### src/core_pkg.sv
package core_pkg;

  localparam int xlen       = 32;
  localparam int reg_addr_w = 5;
  localparam int ram_addr_w = 10;                // 4 KB of words

  // One-hot ALU operation, bit index per function
  typedef logic [11:0] alu_op_t;
  localparam int alu_add   = 0;
  localparam int alu_sub   = 1;
  localparam int alu_slt   = 2;
  localparam int alu_sltu  = 3;
  localparam int alu_and   = 4;
  localparam int alu_or    = 5;
  localparam int alu_nor   = 6;
  localparam int alu_xor   = 7;
  localparam int alu_sll   = 8;
  localparam int alu_srl   = 9;
  localparam int alu_sra   = 10;
  localparam int alu_lu12i = 11;                 // Passes operand 2

  // One-hot operand source, bit index per source
  typedef logic [2:0] src_sel_t;
  localparam int sel_reg  = 0;                   // Both operands
  localparam int sel_pc   = 1;                   // Operand 1 only
  localparam int sel_zero = 2;                   // Operand 1 only
  localparam int sel_imm  = 1;                   // Operand 2 only
  localparam int sel_four = 2;                   // Operand 2 only

  typedef logic [3:0] br_type_t;
  localparam br_type_t br_none = 4'd0;
  localparam br_type_t br_beq  = 4'd1;
  localparam br_type_t br_bne  = 4'd2;
  localparam br_type_t br_blt  = 4'd3;
  localparam br_type_t br_bge  = 4'd4;
  localparam br_type_t br_bltu = 4'd5;
  localparam br_type_t br_bgeu = 4'd6;
  localparam br_type_t br_b    = 4'd7;
  localparam br_type_t br_bl   = 4'd8;
  localparam br_type_t br_jirl = 4'd9;

  // Bit 3 marks an unsigned byte or half load
  typedef logic [3:0] mem_type_t;
  localparam mem_type_t mem_none  = 4'b0000;
  localparam mem_type_t mem_st_w  = 4'b0001;
  localparam mem_type_t mem_ld_w  = 4'b0010;
  localparam mem_type_t mem_ld_h  = 4'b0011;
  localparam mem_type_t mem_ld_b  = 4'b0100;
  localparam mem_type_t mem_st_b  = 4'b0110;
  localparam mem_type_t mem_st_h  = 4'b0111;
  localparam mem_type_t mem_ld_hu = 4'b1011;
  localparam mem_type_t mem_ld_bu = 4'b1100;

  typedef struct packed {
    logic [xlen-1:0]       pc;
    logic [xlen-1:0]       rdata1;
    logic [xlen-1:0]       rdata2;
    logic [reg_addr_w-1:0] raddr1;
    logic [reg_addr_w-1:0] raddr2;
    logic [xlen-1:0]       imm;
    src_sel_t              src_sel1;
    src_sel_t              src_sel2;
    alu_op_t               alu_op;
    br_type_t              br_type;
    logic                  br_pd;                // Predicted taken at fetch
    logic                  rf_we;
    logic [reg_addr_w-1:0] rf_waddr;
    mem_type_t             mem_type;
  } ex_slot_t;

  typedef struct packed {
    logic                  rf_we;
    logic [reg_addr_w-1:0] rf_waddr;
    logic [xlen-1:0]       alu_result;
    mem_type_t             mem_type;
  } mem_slot_t;

  typedef struct packed {
    logic                  we;
    logic [reg_addr_w-1:0] waddr;
    logic [xlen-1:0]       wdata;
  } wb_port_t;

  function automatic logic is_load(input mem_type_t t);
    return t inside {mem_ld_w, mem_ld_h, mem_ld_b, mem_ld_hu, mem_ld_bu};
  endfunction

endpackage
### src/lsu_align.sv
module lsu_align (
  input  core_pkg::mem_type_t       st_type,
  input  logic [1:0]                st_addr,
  input  logic [core_pkg::xlen-1:0] st_data,
  input  logic                      st_we,
  output logic [3:0]                byte_we,
  output logic [core_pkg::xlen-1:0] ram_wdata,
  input  core_pkg::mem_type_t       ld_type,
  input  logic [1:0]                ld_offset,
  input  logic [core_pkg::xlen-1:0] ram_rdata,
  output logic [core_pkg::xlen-1:0] ld_data
);

  logic [3:0]  st_mask;
  logic [7:0]  ld_byte;
  logic [15:0] ld_half;
  logic        ld_sext;

  // Little-endian lanes; data is replicated so any lane sees it
  always_comb begin
    st_mask   = 4'b0000;
    ram_wdata = st_data;
    case (st_type)
      core_pkg::mem_st_w: begin
        st_mask = 4'b1111;
      end
      core_pkg::mem_st_h: begin
        st_mask   = st_addr[1] ? 4'b1100 : 4'b0011;
        ram_wdata = {2{st_data[15:0]}};
      end
      core_pkg::mem_st_b: begin
        st_mask   = 4'b0001 << st_addr;
        ram_wdata = {4{st_data[7:0]}};
      end
      default: begin
        st_mask = 4'b0000;                        // Loads and idle slots
      end
    endcase
  end

  assign byte_we = st_we ? st_mask : 4'b0000;

  // Misaligned loads just take the lane at the offset
  assign ld_byte = ram_rdata[{ld_offset, 3'b000} +: 8];
  assign ld_half = ld_offset[1] ? ram_rdata[31:16] : ram_rdata[15:0];
  assign ld_sext = ~ld_type[3];                   // Top bit set means zero extend

  always_comb begin
    case (ld_type)
      core_pkg::mem_ld_h, core_pkg::mem_ld_hu: begin
        ld_data = {{16{ld_sext & ld_half[15]}}, ld_half};
      end
      core_pkg::mem_ld_b, core_pkg::mem_ld_bu: begin
        ld_data = {{24{ld_sext & ld_byte[7]}}, ld_byte};
      end
      default: begin
        ld_data = ram_rdata;                      // Word load
      end
    endcase
  end

endmodule

### config.mk
export PLATFORM = sky130hd
export DESIGN_NAME = lsu_align
export DESIGN_NICKNAME = d
export VERILOG_FILES = /design/src/core_pkg.sv /design/src/lsu_align.sv
export SDC_FILE = /design/constraint.sdc
export NUM_CORES = 1
export LEC_CHECK = 0
export BUFFER_PORTS_ARGS = -buffer_cell sky130_fd_sc_hd__buf_4
export CORE_MARGIN = 3
export CORE_UTILIZATION = 38
export DETAILED_ROUTE_END_ITERATION = 10
export PLACE_DENSITY = 0.82
export SLEW_MARGIN = 20
export SYNTH_ARGS = -nofsm -noshare
export SYNTH_HDL_FRONTEND = slang
export SYNTH_SLANG_ARGS = --single-unit
### constraint.sdc
create_clock -name vclk -period 1.7
set_input_delay 0.17 -clock vclk [all_inputs]
set_output_delay 0.17 -clock vclk [all_outputs]
set_load 0.05 [all_outputs]
* Word level (Yosys, flattened, before mapping)
Index checks and enable logic that the tools add are counted.
** Word-level totals
- Word-level logic and storage cells :: 20
- Register bits :: 0
- Bits of input ports :: 77
- Output and inout port bits :: 68
** Operators by class
- Multiplexer cells :: 6
- Reductions and logical operators :: 2
- Bitwise gates (word level) :: 3
- Eq/ne operators :: 7
- Shift-type cells :: 2
** Operator list (count)
- $pmux 32 s2 :: 2
- $shiftx 32x6->8 :: 1
- $mux 16 :: 1
- $eq 4x3->1 const B :: 3
- $pmux 4 s3 :: 1
- $eq 4x4->1 const B :: 2
- $mux 4 :: 2
- $eq 4x1->1 const B :: 1
- $eq 4x2->1 const B :: 1
- $reduce_or 2->1 :: 2
- $shl 1x2->4 const A :: 1
- $and 1x1->1 :: 2
- $not 1->1 :: 1

* Logic depth before layout (Yosys ltp)
- Word-level depth :: 3
- Depth in mapped cells :: 6
- Gate-level depth less buffers :: 3

* Least setup slack after synthesis
OpenSTA, ideal clock, no wires.
- Path kind :: input to output
- From :: in st_type[0]
- To :: out byte_we[0]
- Stages :: 3
- Required time :: 1.530 ns
- Slack :: -0.142 ns
- Arrival :: 1.672 ns
- Path buffers :: 1
- Path through :: buf_2 > or4_1 > a21oi_1
** On the way
- Word-level cells in the longest chain between the ends :: 3
- Elaborated cells between the ends (all ways) :: 5
- Classes of those cells :: eq/ne: 3; mux: 2
** RTL lines
- start: declaration :: line lsu_align.sv:2 : input core_pkg::mem_type_t st_type,
- $eq 4x3->1 / $eq 4x1->1 (equally long branches) :: line lsu_align.sv:23 : case (st_type)
- $pmux 4 s3 * :: line lsu_align.sv:23
- $mux 4 * :: line lsu_align.sv:41 : assign byte_we = st_we ? st_mask : 4'b0000;
- end: declaration :: line lsu_align.sv:6 : output logic [3:0] byte_we,
Every way passes the cells marked *; elsewhere a longest branch is shown, timed or not.

* Worst setup path after layout
- From :: in ld_offset[1]
- To :: out ld_data[27] (netlist bit)
** On the way
- Word-level cells in the longest chain between the ends :: 3
- Elaborated cells between the ends (all ways) :: 5
- Classes of those cells :: shift: 1; mux: 2; bitwise: 2
** RTL lines
- start: declaration :: line lsu_align.sv:9 : input logic [1:0] ld_offset,
- $shiftx 32x6->8 / $mux 16 (equally long branches) :: line lsu_align.sv:44, lsu_align.sv:45
- $and 1x1->1 (on tied branches) :: line lsu_align.sv:54, lsu_align.sv:51
- $pmux 32 s2 * :: line lsu_align.sv:49 : case (ld_type)
- end: declaration :: line lsu_align.sv:11 : output logic [core_pkg::xlen-1:0] ld_data
Marked as above.

==> impl_results.md <==
- Largest net degree at the start of global routing: 31
- RSZ-0062 raised after global routing: no
- Routed WL: 5.98 mm
- CP Launch Point: ld_offset[1]
- Cells after Synth: about 210
- First-pass GRT wire length: 9.00 mm
- Net Sw Frac: between 60% and 70%
- Placed cells: 385
- Min-Delay Path Class: input pin to primary output
- Post-cts sizing count: 0
- Drt wl/cell: between 15 and 20 µm
- Cell Area, Synth: 1430 µm²
- Setup CP Type: input pin to primary output
- Syn. warnings: 0
- PD cells: roughly 420 nW/µm²
- GP Congestion: 0.855
- Cell Count, Final, Fillers Out: 385
- Count of final hold-check violations: 0
- Max-slew headroom: between 70% and 80%
- ANT nets after route: 0
- Vias in the first global route: 1998
- Vias/cell: 5.50
- Initial core utilization: ~41%
- # Max-Cap Violations: 0
- Post-Syn Nets: 286
- Commonest cells in the netlist: 52 x nand3_1, 16 x mux2_1, 16 x mux2i_1, 16 x nand2_1, 15 x nor2b_1
- Nets: 418
- First-pass DRT Iterations: 4
- Initial antenna violation count: 0
- Fmax: around 630 MHz
- Area growth syn-to-layout: 77.4%
- Synth area leader: nand3_1
- Fraction of layout instances using a drive strength above 1: 51.9%
- Register area: 0 µm²
- Net load switching power: 0.000684 W
- Worst EP required: 1530 ps
- Postcts setup bufs: 0
- Tot GR Track Use: 24.5%
- Synth cell types: 33
- Tmin final: 1580 ps
- Sequential Power Share: 0%
- WHS: 621 ps
- N_diodes: 0
- CTS Hold Bufs: 0
- Top-area cell type share of the netlist area: 18.2%
- Critical path startpoint category: input pin
- Max Slew Vio Count: 0
- Final setup violation count: 0
- Status: completed
- Die area: roughly 4500 µm²
- Main area contributors after synthesis: nand3_1 18%, mux2_1 13%, mux2i_1 11%
- Sequential area share after synthesis: 0%
- 1st-iter DRT viols: 119
- Clk pwr share: 0%
- Residual DRC: 0
- Syn avg cell area: 6.85 µm²
- Data arrival time of the worst path: 1410 ps
- Internal power: 0.000394 W
- I/O pin total: 145
- Most frequent cell after synthesis: nand3_1
- DPL Wire Length: 5.11 mm
- Final global-route overflow total: 0
- Max VDD drop: 0.000324 V
- Max Fanout on Critical Path: 13
- Vias: 2116
- Layout fillers: 306
- Core area: about 3500 µm²
- Flip-flop and latch count: 0
- Die height: 67.4 µm
- Leakage: roughly 1.3 nW
- Slew @ Worst Pin: ~330 ps
- Worst Hold Launch: st_data[3]
- # rows: 21
- Multi-input logic area: approximately 1300 µm²
- Period utilization: 93.1%
- I/O Buffers: 145
- Comb power frac: 100.0%
- Clock buffer cells: 0
- Die width: 67.4 µm
- Setup crit end kind: primary output
[cell type report]
class / instances / area share [%]
timing repair buffer: 161 / 48.1
multi-input combinational: 177 / 49.5
tap: 46 / 2.26
inverter: 1 / 0.148
[cell families (layout without fill, tap and decap cells)]
family	Yosys count	after routing	share of synthesized area, %
buffers and inverters	32	162	13.5
and+or+nand+nor	120	120	50.8
muxes	33	33	25.3
AOI/OAI and AO/OA	24	24	10.4
[cell usage in the layout (no fill, tap or decap), drive strengths merged]
master    n
and4b     1
o21ai    10
mux2i    16
nor4bb    1
nor4b     1
nor3b     1
nor2b    15
nand4b    1
and3      2
buf     161
and3b     2
nand3    62
mux4      1
nand3b    5
or4       1
a221o     1
and4bb    1
a21oi     4
or3       1
o211ai    8
inv       1
mux2     16
or3b      2
a211o     1
nand2    16
nor2      1
nand4     7
[power groups by stage]
| stage | logic, W | clock network (W) | registers, W |
|---|---|---|---|
| final | 0.00108 | 0 | 0 |
| after global routing | 0.00114 | 0 | 0 |
| after CTS | 0.00108 | 0 | 0 |
| after detailed placement | 0.00108 | 0 | 0 |
| after global placement | 0.00107 | 0 | 0 |
| after floorplan | 0.000691 | 0 | 0 |
[critical path: stages]
cell	delay, ps
buf_4	100
mux4_2	510
nand3b_2	180
buf_12	160
nand3_1	80
buf_4	200
[worst paths after layout]
check / endpoint / cells after the start / slack, ps
max: ld_data[27] / 6 / 120
min: ram_wdata[3] / 2 / 620
[routing by layer]
| metal | vias up | wire length, µm | global-route usage [%] |
|---|---|---|---|
| met5 | - | 0 | 0 |
| met4 | 0 | 78 | 2.78 |
| met3 | 9 | 636 | 4.49 |
| met2 | 113 | 3140 | 49.0 |
| met1 | 963 | 2120 | 27.2 |
| li1 | 1031 | - | - |
[through the flow]
| stage | utilization, % | worst slack [ps] | cell area [µm²] | setup TNS (ps) | power [W] |
|---|---|---|---|---|---|
| floorplan | - | -119 | 1440 | -357 | 0.000691 |
| global placement | 72.7 | 139 | 2540 | 0 | 0.00107 |
| detailed placement | 72.7 | 125 | 2540 | 0 | 0.00108 |
| CTS | 72.7 | 123 | 2540 | 0 | 0.00108 |
| global route | 72.7 | 45.2 | 2540 | 0 | 0.00114 |
| finish | 72.7 | 117 | 2540 | 0 | 0.00108 |
Note: power is estimated with default switching activity, not from simulation.
