--- config.mk ---
export PLATFORM = sky130hd
export DESIGN_NAME = fu_alu
export DESIGN_NICKNAME = d
export VERILOG_FILES = /design/src/core_pkg.sv /design/src/fu_alu.sv
export SDC_FILE = /design/constraint.sdc
export NUM_CORES = 1
export LEC_CHECK = 0
export BUFFER_PORTS_ARGS = -buffer_cell sky130_fd_sc_hd__clkbuf_2
export CAP_MARGIN = 25
export CORE_MARGIN = 2
export CORE_UTILIZATION = 40
export DETAILED_ROUTE_END_ITERATION = 7
export PLACE_DENSITY = 0.66
export SETUP_SLACK_MARGIN = 0.3
export SLEW_MARGIN = 20
export SYNTH_ARGS = -nofsm -noshare
export SYNTH_HDL_FRONTEND = slang
export SYNTH_SLANG_ARGS = --single-unit
--- constraint.sdc ---
create_clock -name vclk -period 12.8
set_clock_uncertainty 0.1 [all_clocks]
set_input_delay 1.92 -clock vclk [all_inputs]
set_output_delay 1.92 -clock vclk [all_outputs]
set_load 0.02 [all_outputs]
--- src/core_pkg.sv ---
package core_pkg;

  localparam int xlen       = 32;
  localparam int reg_addr_w = 5;
  localparam int ram_addr_w = 10;                // 4 KB of words

  // One-hot ALU operation, bit index per function
  typedef logic [11:0] alu_op_t;
  localparam int alu_add   = 0;
  localparam int alu_sub   = 1;
  localparam int alu_slt   = 2;
  localparam int alu_sltu  = 3;
  localparam int alu_and   = 4;
  localparam int alu_or    = 5;
  localparam int alu_nor   = 6;
  localparam int alu_xor   = 7;
  localparam int alu_sll   = 8;
  localparam int alu_srl   = 9;
  localparam int alu_sra   = 10;
  localparam int alu_lu12i = 11;                 // Passes operand 2

  // One-hot operand source, bit index per source
  typedef logic [2:0] src_sel_t;
  localparam int sel_reg  = 0;                   // Both operands
  localparam int sel_pc   = 1;                   // Operand 1 only
  localparam int sel_zero = 2;                   // Operand 1 only
  localparam int sel_imm  = 1;                   // Operand 2 only
  localparam int sel_four = 2;                   // Operand 2 only

  typedef logic [3:0] br_type_t;
  localparam br_type_t br_none = 4'd0;
  localparam br_type_t br_beq  = 4'd1;
  localparam br_type_t br_bne  = 4'd2;
  localparam br_type_t br_blt  = 4'd3;
  localparam br_type_t br_bge  = 4'd4;
  localparam br_type_t br_bltu = 4'd5;
  localparam br_type_t br_bgeu = 4'd6;
  localparam br_type_t br_b    = 4'd7;
  localparam br_type_t br_bl   = 4'd8;
  localparam br_type_t br_jirl = 4'd9;

  // Bit 3 marks an unsigned byte or half load
  typedef logic [3:0] mem_type_t;
  localparam mem_type_t mem_none  = 4'b0000;
  localparam mem_type_t mem_st_w  = 4'b0001;
  localparam mem_type_t mem_ld_w  = 4'b0010;
  localparam mem_type_t mem_ld_h  = 4'b0011;
  localparam mem_type_t mem_ld_b  = 4'b0100;
  localparam mem_type_t mem_st_b  = 4'b0110;
  localparam mem_type_t mem_st_h  = 4'b0111;
  localparam mem_type_t mem_ld_hu = 4'b1011;
  localparam mem_type_t mem_ld_bu = 4'b1100;

  typedef struct packed {
    logic [xlen-1:0]       pc;
    logic [xlen-1:0]       rdata1;
    logic [xlen-1:0]       rdata2;
    logic [reg_addr_w-1:0] raddr1;
    logic [reg_addr_w-1:0] raddr2;
    logic [xlen-1:0]       imm;
    src_sel_t              src_sel1;
    src_sel_t              src_sel2;
    alu_op_t               alu_op;
    br_type_t              br_type;
    logic                  br_pd;                // Predicted taken at fetch
    logic                  rf_we;
    logic [reg_addr_w-1:0] rf_waddr;
    mem_type_t             mem_type;
  } ex_slot_t;

  typedef struct packed {
    logic                  rf_we;
    logic [reg_addr_w-1:0] rf_waddr;
    logic [xlen-1:0]       alu_result;
    mem_type_t             mem_type;
  } mem_slot_t;

  typedef struct packed {
    logic                  we;
    logic [reg_addr_w-1:0] waddr;
    logic [xlen-1:0]       wdata;
  } wb_port_t;

  function automatic logic is_load(input mem_type_t t);
    return t inside {mem_ld_w, mem_ld_h, mem_ld_b, mem_ld_hu, mem_ld_bu};
  endfunction

endpackage
--- src/fu_alu.sv ---
module fu_alu (
  input  core_pkg::ex_slot_t        slot,
  input  logic [core_pkg::xlen-1:0] op1_reg,
  input  logic [core_pkg::xlen-1:0] op2_reg,
  output logic [core_pkg::xlen-1:0] result
);

  logic [core_pkg::xlen-1:0] op1;
  logic [core_pkg::xlen-1:0] op2;
  logic [4:0]                shamt;
  core_pkg::alu_op_t         op;

  assign op    = slot.alu_op;
  assign shamt = op2[4:0];                        // Only low five bits shift

  always_comb begin
    case (1'b1)
      slot.src_sel1[core_pkg::sel_reg]:  op1 = op1_reg;
      slot.src_sel1[core_pkg::sel_pc]:   op1 = slot.pc;
      slot.src_sel1[core_pkg::sel_zero]: op1 = '0;
      default:                           op1 = '0;
    endcase
  end

  always_comb begin
    case (1'b1)
      slot.src_sel2[core_pkg::sel_reg]:  op2 = op2_reg;
      slot.src_sel2[core_pkg::sel_imm]:  op2 = slot.imm;
      slot.src_sel2[core_pkg::sel_four]: op2 = core_pkg::xlen'(4);  // Link address offset
      default:                           op2 = '0;
    endcase
  end

  always_comb begin
    case (1'b1)
      op[core_pkg::alu_add]:   result = op1 + op2;
      op[core_pkg::alu_sub]:   result = op1 - op2;
      op[core_pkg::alu_slt]:   result = core_pkg::xlen'($signed(op1) < $signed(op2));
      op[core_pkg::alu_sltu]:  result = core_pkg::xlen'(op1 < op2);
      op[core_pkg::alu_and]:   result = op1 & op2;
      op[core_pkg::alu_or]:    result = op1 | op2;
      op[core_pkg::alu_nor]:   result = ~(op1 | op2);
      op[core_pkg::alu_xor]:   result = op1 ^ op2;
      op[core_pkg::alu_sll]:   result = op1 << shamt;
      op[core_pkg::alu_srl]:   result = op1 >> shamt;
      op[core_pkg::alu_sra]:   result = $unsigned($signed(op1) >>> shamt);
      op[core_pkg::alu_lu12i]: result = op2;      // Immediate comes pre-shifted
      default:                 result = '0;
    endcase
  end

endmodule

After elaboration in Yosys (flattened, before gate mapping)
Cells that the tools add are included.

ROM bits: 0. Memories kept: 0. Output and inout bits: 32. Register bits after elaboration: 0. RAM bits: 0. Logic and storage cells: 28. Bits of input ports: 235. Bits in latches: 0.

Divide/modulo/power cells: 0. Multiply operators: 0. $add $sub $neg: 2. Reduce and logical (&&, ||, !) cells: 0. Eq/ne operators: 0. Muxes and demuxes: 17. Bitwise logic cells: 4. $lt $le $gt $ge: 2. Shift-type cells: 3.

Operators with widths (count): 2-to-1 mux 32 bit (16); less-than comparator 32 bit (2); adder 32 bit (1); AND 32 bit (1); inverter 32 bit (1); bitwise OR 32 bit (1); << shifter 32 x 5 -> 32 bit (1); right shift 32 x 5 -> 32 bit (1); >>> shifter 32 x 5 -> 32 bit (1); subtractor 32 bit (1); bitwise XOR 32 bit (1); 2-to-1 mux 3 bit (1).

Logic depth before layout (Yosys ltp)
Depth in word-level cells: 15. Gate-level depth with buffers: 19. Mapped depth without buffers: 15.

Worst setup path before layout
Ideal clock, no wire load.

Path type: input -> output. Start: in slot[28] in the netlist's numbering. End: out result[0] in the netlist's numbering. Setup slack: 4.563 ns. Data arrival time: 6.217 ns. Stages: 17. Path buffers: 5. Required time: 10.780 ns. Cells stage by stage: buf_6 > mux2i_1 > o21a_1 > buf_2 > buf_1 > clkbuf_1 > ha_1 > buf_2 > a211oi_1 > a211oi_4 > o21ai_2 > nand3_1 > a311oi_1 > o21bai_1 > nand4_1 > a311oi_1 > a2111oi_0.

Word-level cells in the longest chain between the ends: 14. Elaborated cells on any way between the ends: 25. Those cells by class: add/sub: 2; order compare: 2; shift: 3; mux: 14; bitwise: 4.

Ends and longest elaborated chain: from (decl) (line fu_alu.sv:2) `input core_pkg::ex_slot_t slot,`; 2-to-1 mux 32 bit * (2 in a row) (line fu_alu.sv:26) `case (1'b1)`; >>> shifter 32 x 5 -> 32 bit / 2-to-1 mux 32 bit (equally long branches) (line fu_alu.sv:46, fu_alu.sv:35); 2-to-1 mux 32 bit (10 in a row) (line fu_alu.sv:35) `case (1'b1)`; 2-to-1 mux 32 bit * (line fu_alu.sv:35); to (decl) (line fu_alu.sv:5) `output logic [core_pkg::xlen-1:0] result`.

Every way passes the cells marked *; elsewhere a longest branch is shown, timed or not.

Worst setup path in the final report
Start: in slot[27] in the netlist's numbering. End: out result[0] in the netlist's numbering.

Word-level cells in the longest chain between the ends: 13. Elaborated cells on any way between the ends: 24. Those cells by class: add/sub: 2; order compare: 2; shift: 3; mux: 13; bitwise: 4.

Ends and longest elaborated chain (line): 2-to-1 mux 32 bit * (fu_alu.sv:26); >>> shifter 32 x 5 -> 32 bit / 2-to-1 mux 32 bit (equally long branches) (fu_alu.sv:46, fu_alu.sv:35); 2-to-1 mux 32 bit (10 in a row) (fu_alu.sv:35); 2-to-1 mux 32 bit * (fu_alu.sv:35).

Marked as above.

==> flow_summary.toml <==
[run_status]
status = "complete, no violations"

[timing]
rsz0062_at_grt = "false"
slew_headroom = 0.246
tightest_slew_ns = 1.13
hold_viol = 0
setup_tns_ns = 0
setup-violations-final = 0
fin_crit_sh = 0.759
drv_slew = 0
fmaxAchievable_mhz = 103
min_period_ns = 9.72

[finish]
instances_no_fill = 2150
multiInputGateArea_mm2 = 0.0100
drive_gt1_frac = 0.165
design.seq.count = 0
seq_area_um2 = 0
nClkBuffers = 0
filler_cell_count = 2983
nNetsFinal = 2106
syn2layout_area_growth_pct = 8.30

[drt]
final_antenna_net_count = 0
drt_iter0_markers = 2380
via_per_inst = 7.00
drcViolationCount = 0
wl_per_cell_um = 27.6
drt_pass1_iterations = 8
vias = 15000
wl_um = 59300

[clock_tree]
cts_setup_buffers = 0
ctsHoldBuffers = 0
post_cts_resized = 0

[die]
start_util = 0.404
io_pins = 267
num_rows = 61
die_h_um = 171
core_area_mm2 = 0.0276
die_x_um = 171
dieArea_mm2 = 0.0291

[global_routing]
grt_pass1_wl_um = 86200
grt_pass1_vias = 13400
grt_max_degree = 63
antenna_found_initial = 4
grt_overflow = 0
grt_usage = 0.390

[setup_path]
critPathTopFamily = "compound AO/OA/AOI/OAI gates"
worstSetupEndpointType = "primary output"
crit_arrival_ns = 7.70
path_cells = "clkbuf_2 -> buf_4 -> and2_1 -> nor2_8 -> buf_4 -> inv_4 -> ha_1 -> inv_1 -> fa_1 -> a211oi_1 -> a211oi_4 -> o21ai_2 -> nand3_1 -> a311oi_1 -> o21bai_1 -> nand4_1 -> a311oi_1 -> a2111oi_0 -> clkbuf_2"
critPathKind = "in2out"
path_buf_inv = 6
max_stage_delay_ns = 0.61
crit_fanout = 62
crit_start = "slot[27]"
worstPathRequired_ns = 10.78
endpoint = "result[0]"
crit_path_start_kind = "input pin"
crit_path_top_delay_cell = "a311oi_1"
cp.depth = 19

[logic_synthesis]
yosys-top-cells-area = "ha_1 (11%), a21oi_1 (7.4%), o21ai_0 (5.9%)"
syn_nets = 2038
synth_most_common_cell = "nand2_1"
synth_top_area_cell = "ha_1"
synth_top_area_share = 0.109
synth_area_mm2 = 0.0111
yosysSeqAreaShare = 0
synth.distinct_cells = 102
syn_inst = 1704
synth_common_cells = "nand2_1 (168), a21oi_1 (165), nor2_1 (132)"
synth_area_per_cell_um2 = 6.53
yosys_warnings = 0

[placed_design]
hpwl_um = 46000
gp_congestion = 1.06
numPlacedInstances = 2148
port_buffers = 177

[hold_path]
hold_path_class = "in2out"
min_from = "slot[17]"

[flow_run]
drv_cap = 0
[cell type report]
cell class | count | share of cell area
multi-input cells | 1448 | 0.830
repair buffers | 211 | 0.0948
well taps | 378 | 0.0393
inverters | 111 | 0.0351
diodes | 2 | 0.000416
[worst min-delay path by stage]
| stage | slack (ns) | cells after the start | end |
|---|---|---|---|
| after floorplan | 4.03 | 3 | result[0] |
| after global placement | 4.33 | 4 | result[0] |
| after detailed placement | 4.34 | 4 | result[0] |
| after CTS | 4.34 | 4 | result[0] |
| after global routing | 4.40 | 4 | result[0] |
| final | 4.35 | 4 | result[0] |
[routing by layer]
metal | wire [um] | vias up | GRT usage
met4 | 3100 | 4 | 0.166
met1 | 24400 | 7054 | 0.541
met2 | 24800 | 1127 | 0.591
li1 | - | 6679 | -
met3 | 6960 | 180 | 0.0685
met5 | 26 | - | 0.00696
[metrics by stage]
step / area [um^2] / hold WS (ns) / utilization / setup WS, ns
after global placement: 12000 / 4.33 / 0.437 / 3.35
after global routing: 12000 / 4.40 / 0.437 / 2.84
after CTS: 12000 / 4.34 / 0.437 / 3.24
after floorplan: 11100 / 4.03 / - / 4.56
after detailed placement: 12000 / 4.34 / 0.437 / 3.26
final: 12000 / 4.35 / 0.437 / 3.08
[cell families (layout without fill, tap and decap cells)]
logic type      after synthesis  in the layout  synth area share
compound gates              748            748             0.471
simple gates                516            516             0.226
buf+inv                     256            322             0.102
fa+ha+maj                    99             99             0.113
mux                          79             79            0.0838
xor+xnor                      6              6           0.00473
other cells                   0              2                 0
[placed cells by master, fill, tap and decap left out, types with 11 or more instances in the layout]
| cell type | instances |
|---|---|
| nand3b_1 | 23 |
| nand4_1 | 22 |
| or3_1 | 11 |
| o221ai_1 | 26 |
| a311oi_1 | 16 |
| a22o_1 | 28 |
| nor2_1 | 132 |
| clkbuf_2 | 177 |
| nand2_1 | 168 |
| mux2_2 | 13 |
| a221oi_1 | 19 |
| mux2i_1 | 56 |
| nand3_1 | 32 |
| a221o_1 | 17 |
| nor4_1 | 12 |
| o22ai_1 | 17 |
| a31oi_1 | 28 |
| o31ai_1 | 15 |
| nor3_1 | 38 |
| a21oi_1 | 165 |
| o21ai_0 | 131 |
| a21o_1 | 17 |
| o21bai_1 | 15 |
| a22oi_1 | 17 |
| o211ai_1 | 57 |
| o21a_1 | 15 |
| a211oi_1 | 48 |
| buf_4 | 34 |
| inv_1 | 101 |
| ha_1 | 97 |
| nand2b_1 | 18 |
