--- config.mk ---
export PLATFORM = sky130hd
export DESIGN_NAME = fu_br
export DESIGN_NICKNAME = d
export VERILOG_FILES = /design/src/core_pkg.sv /design/src/fu_br.sv
export SDC_FILE = /design/constraint.sdc
export NUM_CORES = 1
export LEC_CHECK = 0
export BUFFER_PORTS_ARGS = -buffer_cell sky130_fd_sc_hd__buf_2
export CORE_AREA = 10 10 189 191
export DETAILED_ROUTE_END_ITERATION = 10
export DIE_AREA = 0 0 199 201
export GPL_TIMING_DRIVEN = 0
export PLACE_DENSITY = 0.57
export RECOVER_POWER = 25
export SYNTH_ARGS = -nofsm -noshare
export SYNTH_HDL_FRONTEND = slang
export SYNTH_SLANG_ARGS = --single-unit
--- constraint.sdc ---
create_clock -name vclk -period 13.95
set_input_delay 0.6975 -clock vclk [all_inputs]
set_output_delay 0.6975 -clock vclk [all_outputs]
set_load 0.01 [all_outputs]
--- src/core_pkg.sv ---
package core_pkg;

  localparam int xlen       = 32;
  localparam int reg_addr_w = 5;
  localparam int ram_addr_w = 10;                // 4 KB of words

  // One-hot ALU operation, bit index per function
  typedef logic [11:0] alu_op_t;
  localparam int alu_add   = 0;
  localparam int alu_sub   = 1;
  localparam int alu_slt   = 2;
  localparam int alu_sltu  = 3;
  localparam int alu_and   = 4;
  localparam int alu_or    = 5;
  localparam int alu_nor   = 6;
  localparam int alu_xor   = 7;
  localparam int alu_sll   = 8;
  localparam int alu_srl   = 9;
  localparam int alu_sra   = 10;
  localparam int alu_lu12i = 11;                 // Passes operand 2

  // One-hot operand source, bit index per source
  typedef logic [2:0] src_sel_t;
  localparam int sel_reg  = 0;                   // Both operands
  localparam int sel_pc   = 1;                   // Operand 1 only
  localparam int sel_zero = 2;                   // Operand 1 only
  localparam int sel_imm  = 1;                   // Operand 2 only
  localparam int sel_four = 2;                   // Operand 2 only

  typedef logic [3:0] br_type_t;
  localparam br_type_t br_none = 4'd0;
  localparam br_type_t br_beq  = 4'd1;
  localparam br_type_t br_bne  = 4'd2;
  localparam br_type_t br_blt  = 4'd3;
  localparam br_type_t br_bge  = 4'd4;
  localparam br_type_t br_bltu = 4'd5;
  localparam br_type_t br_bgeu = 4'd6;
  localparam br_type_t br_b    = 4'd7;
  localparam br_type_t br_bl   = 4'd8;
  localparam br_type_t br_jirl = 4'd9;

  // Bit 3 marks an unsigned byte or half load
  typedef logic [3:0] mem_type_t;
  localparam mem_type_t mem_none  = 4'b0000;
  localparam mem_type_t mem_st_w  = 4'b0001;
  localparam mem_type_t mem_ld_w  = 4'b0010;
  localparam mem_type_t mem_ld_h  = 4'b0011;
  localparam mem_type_t mem_ld_b  = 4'b0100;
  localparam mem_type_t mem_st_b  = 4'b0110;
  localparam mem_type_t mem_st_h  = 4'b0111;
  localparam mem_type_t mem_ld_hu = 4'b1011;
  localparam mem_type_t mem_ld_bu = 4'b1100;

  typedef struct packed {
    logic [xlen-1:0]       pc;
    logic [xlen-1:0]       rdata1;
    logic [xlen-1:0]       rdata2;
    logic [reg_addr_w-1:0] raddr1;
    logic [reg_addr_w-1:0] raddr2;
    logic [xlen-1:0]       imm;
    src_sel_t              src_sel1;
    src_sel_t              src_sel2;
    alu_op_t               alu_op;
    br_type_t              br_type;
    logic                  br_pd;                // Predicted taken at fetch
    logic                  rf_we;
    logic [reg_addr_w-1:0] rf_waddr;
    mem_type_t             mem_type;
  } ex_slot_t;

  typedef struct packed {
    logic                  rf_we;
    logic [reg_addr_w-1:0] rf_waddr;
    logic [xlen-1:0]       alu_result;
    mem_type_t             mem_type;
  } mem_slot_t;

  typedef struct packed {
    logic                  we;
    logic [reg_addr_w-1:0] waddr;
    logic [xlen-1:0]       wdata;
  } wb_port_t;

  function automatic logic is_load(input mem_type_t t);
    return t inside {mem_ld_w, mem_ld_h, mem_ld_b, mem_ld_hu, mem_ld_bu};
  endfunction

endpackage
--- src/fu_br.sv ---
module fu_br (
  input  core_pkg::ex_slot_t        ex_a,
  input  core_pkg::ex_slot_t        ex_b,
  input  logic [core_pkg::xlen-1:0] opa1,
  input  logic [core_pkg::xlen-1:0] opa2,
  input  logic [core_pkg::xlen-1:0] opb1,
  input  logic [core_pkg::xlen-1:0] opb2,
  output logic                      kill_b,
  output logic                      br_fix,
  output logic [core_pkg::xlen-1:0] br_pc
);

  logic                      taken_a;
  logic                      taken_b;
  logic                      mis_a;
  logic                      mis_b;
  logic [core_pkg::xlen-1:0] redir_a;
  logic [core_pkg::xlen-1:0] redir_b;

  function automatic logic br_taken(
    input core_pkg::br_type_t        t,
    input logic [core_pkg::xlen-1:0] op1,
    input logic [core_pkg::xlen-1:0] op2
  );
    case (t)
      core_pkg::br_beq:  return op1 == op2;
      core_pkg::br_bne:  return op1 != op2;
      core_pkg::br_blt:  return $signed(op1) < $signed(op2);
      core_pkg::br_bge:  return $signed(op1) >= $signed(op2);
      core_pkg::br_bltu: return op1 < op2;
      core_pkg::br_bgeu: return op1 >= op2;
      core_pkg::br_b, core_pkg::br_bl, core_pkg::br_jirl: return 1'b1;
      default:           return 1'b0;
    endcase
  endfunction

  // Not-taken falls through to pc + 4
  function automatic logic [core_pkg::xlen-1:0] redirect(
    input core_pkg::ex_slot_t        s,
    input logic                      taken,
    input logic [core_pkg::xlen-1:0] op1
  );
    if (!taken) begin
      return s.pc + core_pkg::xlen'(4);
    end
    if (s.br_type == core_pkg::br_jirl) begin
      return op1 + s.imm;                         // Register-relative jump
    end
    return s.pc + s.imm;
  endfunction

  assign taken_a = br_taken(ex_a.br_type, opa1, opa2);
  assign taken_b = br_taken(ex_b.br_type, opb1, opb2);
  assign mis_a   = taken_a != ex_a.br_pd;
  assign mis_b   = taken_b != ex_b.br_pd;
  assign redir_a = redirect(ex_a, taken_a, opa1);
  assign redir_b = redirect(ex_b, taken_b, opb1);

  assign kill_b = mis_a;                          // B lies on the wrong path
  assign br_fix = mis_a | mis_b;
  assign br_pc  = mis_a ? redir_a : redir_b;

endmodule

# Yosys cells after proc, flatten, opt, wreduce, memory -nomap -nowiden
# Cells that the tools add are included.
# totals
ff_bits	0
input_bits	470
out_inout_bits	34
elab_cells	56
# classes
addsub	6
order_cmp	8
n_eq_ne	24
n_mux	15
bitwise_logic	1
n_reduce_logical	2
# ops
cell	n
2-to-1 mux 32 bit	9
adder 32 bit	4
greater-or-equal comparator 32 bit	4
< comparator 32 bit	4
adder 32 x 3 -> 32 bit (second input constant)	2
== test 32 bit	2
inequality test 32 bit	2
== test 4 x 3 -> 1 bit (second input constant)	8
== test 4 x 2 -> 1 bit (second input constant)	4
== test 4 bit (second input constant)	4
case mux 1 bit (7 select lines)	2
== test 4 x 1 -> 1 bit (second input constant)	2
OR reduction 3 bit	2
2-to-1 mux 1 bit	4
inequality test 1 bit	2
bitwise OR 1 bit	1

# Depth between registers and ports, before layout
# Gate-level depths: netlist of run 1.
# depth
word_depth	8
depth_mapped	18
mapped_depth_nobuf	15

# Worst setup path after synthesis of run 1
# OpenSTA, ideal clock, no wires.
# synth_path
kind	input -> output
start	input ex_a[12] (netlist bit)
end	output br_pc[20] (netlist bit)
arrival_time_ns	4.878
required_ns	13.252
slack_ns	8.375
cell_stages	16
n_path_buf	2
cell_sequence	clkbuf_1 -> nor3_1 -> clkbuf_1 -> mux2_2 -> ha_1 -> fa_1 -> a21o_1 -> a221oi_1 -> o21ai_0 -> a2111oi_0 -> nor3_1 -> a211o_1 -> a21oi_1 -> xnor2_1 -> mux2i_1 -> mux2i_1
# synth_between
elab_chain_len	6
word_cells_on_any_way	18
cone_classes	eq/ne (10); mux (7); reduce/logical (1)
# synth_lines
item	line	text
start: declaration	fu_br.sv:2	input core_pkg::ex_slot_t ex_a,
parallel branches: the longest is 5 deep, another holds 2-to-1 mux 32 bit	n/a	
2-to-1 mux 32 bit *	fu_br.sv:61	assign br_pc = mis_a ? redir_a : redir_b;
end: declaration	fu_br.sv:10	output logic [core_pkg::xlen-1:0] br_pc
# Mark *: on every way between the ends. The select of a mux whose other input is x is not followed.

# Final worst setup path of run 1
# Ends and elaborated chain as after synthesis.

==> impl_metrics.json, run 1 <==
{
  "rows": 66,
  "synth_cell_type_count": 79,
  "relSlewSlack_pct": 11.1,
  "synth_compound_area_share_pct": 22.7,
  "core_area_mm2": 0.0320,
  "wl_um": 35900,
  "dieArea_mm2": 0.0400,
  "die_x_um": 199,
  "syn_to_final_growth_pct": 24.4,
  "num-nets-final": 2015,
  "setup_viol": 0,
  "synth_top_area_share_pct": 19.5,
  "status": "finished clean",
  "synth_area_mm2": 0.00819,
  "grt_pass1_wl_um": 54100,
  "grt.overflow.total": 0,
  "cp_max_fo": 10,
  "crit_path_end_kind": "output port",
  "viasPerCell": 5.16,
  "crit_type": "input port to output port",
  "fin_cells": 1828,
  "synth_adder_area_share_pct": 20.0,
  "fill_cells": 3559,
  "clock_buffers": 0,
  "ys_seq_area_share_pct": 0,
  "yosysTopAreaCell": "ha_1",
  "netlist_instances": 1115,
  "num_io_pins": 504,
  "firstDrtPassIters": 5,
  "regArea_um2": 0,
  "via_count": 9439,
  "postCtsResizedCells": 0,
  "required_ns": 13.25,
  "timing_hold_violations_final": 0,
  "cts_hold_buf": 0,
  "die_height_um": 201,
  "drt_first_iter_violations": 449,
  "p_per_area_mw_per_mm2": 46.2,
  "postSynthAreaPerCell_um2": 7.35,
  "dpl.cell_count": 1821,
  "multi_input_area_mm2": 0.00770,
  "grt_max_degree": 11,
  "grt_pass1_vias": 9629,
  "drv_slew": 0,
  "power.leakage_nw": 4.98,
  "final_cell_mix": "buf_2, ha_1, inv_1",
  "postCtsSetupBuffers": 0,
  "worst_setup_path_start_kind": "input port",
  "final_layout_size_suffix_gt1_share_pct": 27.6,
  "synth.yosys.warnings": 0,
  "antenna_left": 0,
  "synth_xor_xnor_area_share_pct": 11.5,
  "synth.area.mux_share_pct": 19.3,
  "tightest_slew_ns": 1.30,
  "min_period_ns": 6.77,
  "drv_cap": 0,
  "post-route-period-util_pct": 48.5,
  "crit_arrival_ns": 6.07,
  "peakVddDrop_v": 0.0000218,
  "wl_per_cell_um": 19.7,
  "final_common_cell": "buf_2",
  "hold_path.class": "input port to output port",
  "grt_use_total_pct": 17.1,
  "hp-start": "ex_b[10]",
  "antenna_found_initial": 7,
  "post-dp-hpwl_um": 32700,
  "gp_congestion": 0.894,
  "critPathLaunch": "ex_a[12]",
  "numSequentialCells": 0,
  "rsz0062_at_grt": "no",
  "tns_ns": 0,
  "place.port_buffers": 298,
  "start_util_pct": 25.6,
  "fmaxAchievable_mhz": 148,
  "yosys-top-cells-area": "ha_1, mux2i_1, mux2_2",
  "synth.net_count": 1715,
  "synth_top_family_by_area": "compound AO/OA/AOI/OAI gates",
  "post-route-drc-count": 0,
  "synthSimpleGateAreaFrac_pct": 20.4
}
-- path summary, 6_finish.rpt --
kind | cells past startpoint | endpoint | slack [ns]
worst max-delay path | 17 | br_pc[20] | 7.18
worst min-delay path | 4 | br_fix | 1.74
-- per-layer routing --
metal / track usage [%] / vias to the layer above / routed length (um)
li1: - / 4764 / -
met4: 1.34 / 2 / 259
met3: 4.14 / 14 / 3080
met1: 23.7 / 4340 / 17100
met5: 0 / - / 11
met2: 26.9 / 319 / 15500
-- final cells by class --
cell class         count  area share, %
diodes                 7          0.172
plain buffers         30           1.40
inverters             90           3.31
multi-input cells    995           75.5
well taps            408           5.01
repair buffers       298           14.6
-- worst max-delay path, stage by stage --
cell and delay, ns:
clkbuf_1 0.16, nor3_2 0.79, clkbuf_1 0.55, mux2_2 0.43
ha_1 0.24, fa_1 0.42, a21o_1 0.21, a221oi_1 0.45
o21ai_0 0.36, a2111oi_0 0.51, nor3_1 0.18, a211o_1 0.30
a21oi_1 0.17, xnor2_1 0.16, mux2i_1 0.10, mux2i_1 0.13
buf_2 0.19
-- report_power, final --
group / switching [W] / total [W] / internal (W)
Combinational: 0.000269 / 0.000471 / 0.000202
Clock: 0 / 0.0000000000672 / 0.0000000000672
Sequential: 0 / 0 / 0
-- logic make-up (layout without fill, tap and decap cells) --
| group | Yosys count | count (layout) |
|---|---|---|
| AO/OA/AOI/OAI | 278 | 278 |
| XOR/XNOR | 108 | 108 |
| adder cells (fa/ha/maj) | 130 | 130 |
| buffers and inverters | 120 | 418 |
| multiplexers | 148 | 148 |
| other | 0 | 7 |
| AND/OR/NAND/NOR | 331 | 331 |
-- cells in the mapped netlist (3+ instances only) --
| cell type | n |
|---|---|
| a221o_1 | 3 |
| nor2b_1 | 9 |
| o211a_1 | 3 |
| and3_1 | 17 |
| a31o_2 | 5 |
| o31ai_1 | 4 |
| nand3_1 | 55 |
| nor4_1 | 5 |
| buf_2 | 4 |
| a31oi_1 | 9 |
| o221ai_1 | 4 |
| xor2_1 | 52 |
| nand2_1 | 78 |
| o31a_1 | 3 |
| nand3b_1 | 3 |
| a32oi_1 | 3 |
| a21o_1 | 25 |
| o2111ai_1 | 3 |
| o21a_1 | 9 |
| a221oi_1 | 3 |
| o211ai_1 | 13 |
| mux2_2 | 67 |
| a211o_1 | 4 |
| nor3_1 | 20 |
| o21bai_1 | 4 |
| nand2b_1 | 9 |
| nor2_1 | 71 |
| and4_1 | 10 |
| ha_1 | 128 |
| a21oi_1 | 78 |
| o21a_2 | 3 |
| inv_1 | 90 |
| clkbuf_1 | 20 |
| o311ai_0 | 3 |
| xnor2_1 | 56 |
| a2bb2oi_1 | 4 |
| and2_1 | 8 |
| a211oi_1 | 14 |
| mux2i_1 | 79 |
| o21ai_0 | 57 |
| nand4_1 | 29 |
-- through the flow --
stage | power (W) | worst slack [ns] | util [%] | area (um2) | hold slack, ns
final | 0.000471 | 7.18 | 31.8 | 10200 | 1.74
after global routing | 0.000527 | 6.81 | 31.8 | 10200 | 1.79
after CTS | 0.000478 | 7.15 | 31.8 | 10200 | 1.75
after detailed placement | 0.000475 | 7.20 | 31.8 | 10200 | 1.75
after global placement | 0.000471 | 6.71 | 31.8 | 10200 | 1.76
after floorplan | 0.000303 | 8.37 | - | 8190 | 1.57
(Power assumes the default switching activity.)
==> run 2, diff against run 1 <==
Settings changed: CORE_AREA 10 10 189 191 to 10 10 186 188, DIE_AREA 0 0 199 201 to 0 0 196 198, PLACE_DENSITY 0.57 to 0.58.
Clock period 13.95 ns to 6.5 ns, I/O delays scaled along.
==> impl_metrics.json, run 2 (synthesized netlist as in run 1, its figures left out) <==
{
  "crit_path_end_kind": "output port",
  "crit_arrival_ns": 5.66,
  "tightest_slew_ns": 1.36,
  "wl_um": 35900,
  "num-nets-final": 2015,
  "cp_top_family": "compound AO/OA/AOI/OAI gates",
  "core_area_mm2": 0.0311,
  "syn_to_final_growth_pct": 24.2,
  "required_ns": 6.17,
  "grt.overflow.total": 0,
  "die_height_um": 198,
  "hold_path.class": "input port to output port",
  "die_x_um": 196,
  "drv_slew": 0,
  "worst-path-buf-inv": 3,
  "antenna_left": 0,
  "drt_first_iter_violations": 495,
  "numSequentialCells": 0,
  "hold-worst-slack_ns": 1.04,
  "cpMaxStageDelayCell": "clkbuf_1",
  "min_period_ns": 5.98,
  "rsz0062_at_grt": "no",
  "post-route-period-util_pct": 92.0,
  "power.leakage_nw": 4.98,
  "path_cells": "clkbuf_1 -> nor3_2 -> clkbuf_1 -> mux2_2 -> fa_1 -> a21o_1 -> a221oi_1 -> o21ai_0 -> a2111oi_0 -> nor3_1 -> a211o_1 -> a21oi_1 -> xnor2_1 -> mux2i_1 -> mux2i_1 -> buf_2",
  "setup_viol": 0,
  "grt_pass1_vias": 9700,
  "cts_hold_buf": 0,
  "fmaxAchievable_mhz": 167,
  "cp_max_fo": 10,
  "post-route-drc-count": 0,
  "worst_setup_path_start_kind": "input port",
  "timing_hold_violations_final": 0,
  "tns_ns": 0,
  "antenna_found_initial": 6,
  "final_common_cell": "buf_2",
  "firstDrtPassIters": 5,
  "fill_cells": 3488,
  "status": "finished clean",
  "drv_cap": 0,
  "critPathLaunch": "ex_a[12]",
  "post-dp-hpwl_um": 32500,
  "crit_type": "input port to output port",
  "regArea_um2": 0,
  "start_util_pct": 26.4,
  "viasPerCell": 5.24,
  "relSlewSlack_pct": 8.52,
  "place.port_buffers": 298,
  "hp-start": "ex_b[10]",
  "rows": 65,
  "clock_buffers": 0,
  "grt_pass1_wl_um": 53800,
  "grt_use_total_pct": 17.2,
  "final_cell_mix": "buf_2, ha_1, inv_1",
  "grt_max_degree": 11,
  "whs_path_depth": 4,
  "wl_per_cell_um": 19.7,
  "max_stage_delay_ns": 0.73,
  "gp_congestion": 0.912,
  "num_io_pins": 504,
  "p_per_area_mw_per_mm2": 99.2,
  "dieArea_mm2": 0.0388,
  "peakVddDrop_v": 0.0000484,
  "holdPathEnd": "br_fix",
  "final_layout_size_suffix_gt1_share_pct": 27.6,
  "postCtsSetupBuffers": 0,
  "postCtsResizedCells": 0,
  "via_count": 9531
}
-- run 2: per-layer routing --
layer  global-route usage [%]  wire length, um
met3                     4.55             2810
met4                     1.75              425
met5                        0               27
met1                     23.3            17100
met2                     27.4            15500
-- run 2: worst max path at each step --
stage	cells after the start	end	slack, ns
6_report	16	br_pc[20]	0.52
5_1_grt	17	br_pc[20]	0.09
4_1_cts	16	br_pc[20]	0.18
3_5_place_dp	16	br_pc[20]	0.25
3_3_place_gp	16	br_pc[20]	0.12
2_1_floorplan	16	br_pc[20]	1.67
-- run 2: area by class of cell --
cell class	instances	area, um2	share of cell area, %
buffer	30	143	1.40
antenna	5	12.5	0.123
inverter	90	338	3.32
multi-input combinational	995	7690	75.6
tap	402	503	4.94
timing repair buffer	298	1490	14.6
-- run 2: metrics by stage --
stage          cells  instance area, um2  util [%]  total power (W)  setup slack [ns]
2_1_floorplan   1115                8190         -         0.000650              1.67
3_3_place_gp    1815               10200      32.8          0.00101             0.122
3_5_place_dp    1815               10200      32.8          0.00102             0.246
4_1_cts         1815               10200      32.8          0.00102             0.184
5_1_grt         1816               10200      32.7          0.00112            0.0907
6_report        1820               10200      32.7          0.00101             0.519
-- run 2: power breakdown --
group          switching, W     internal, W       total [W]  leakage [nW]
sequential                0               0               0             0
clock                     0  0.000000000103  0.000000000103     0.0000317
combinational      0.000576        0.000433         0.00101          4.98
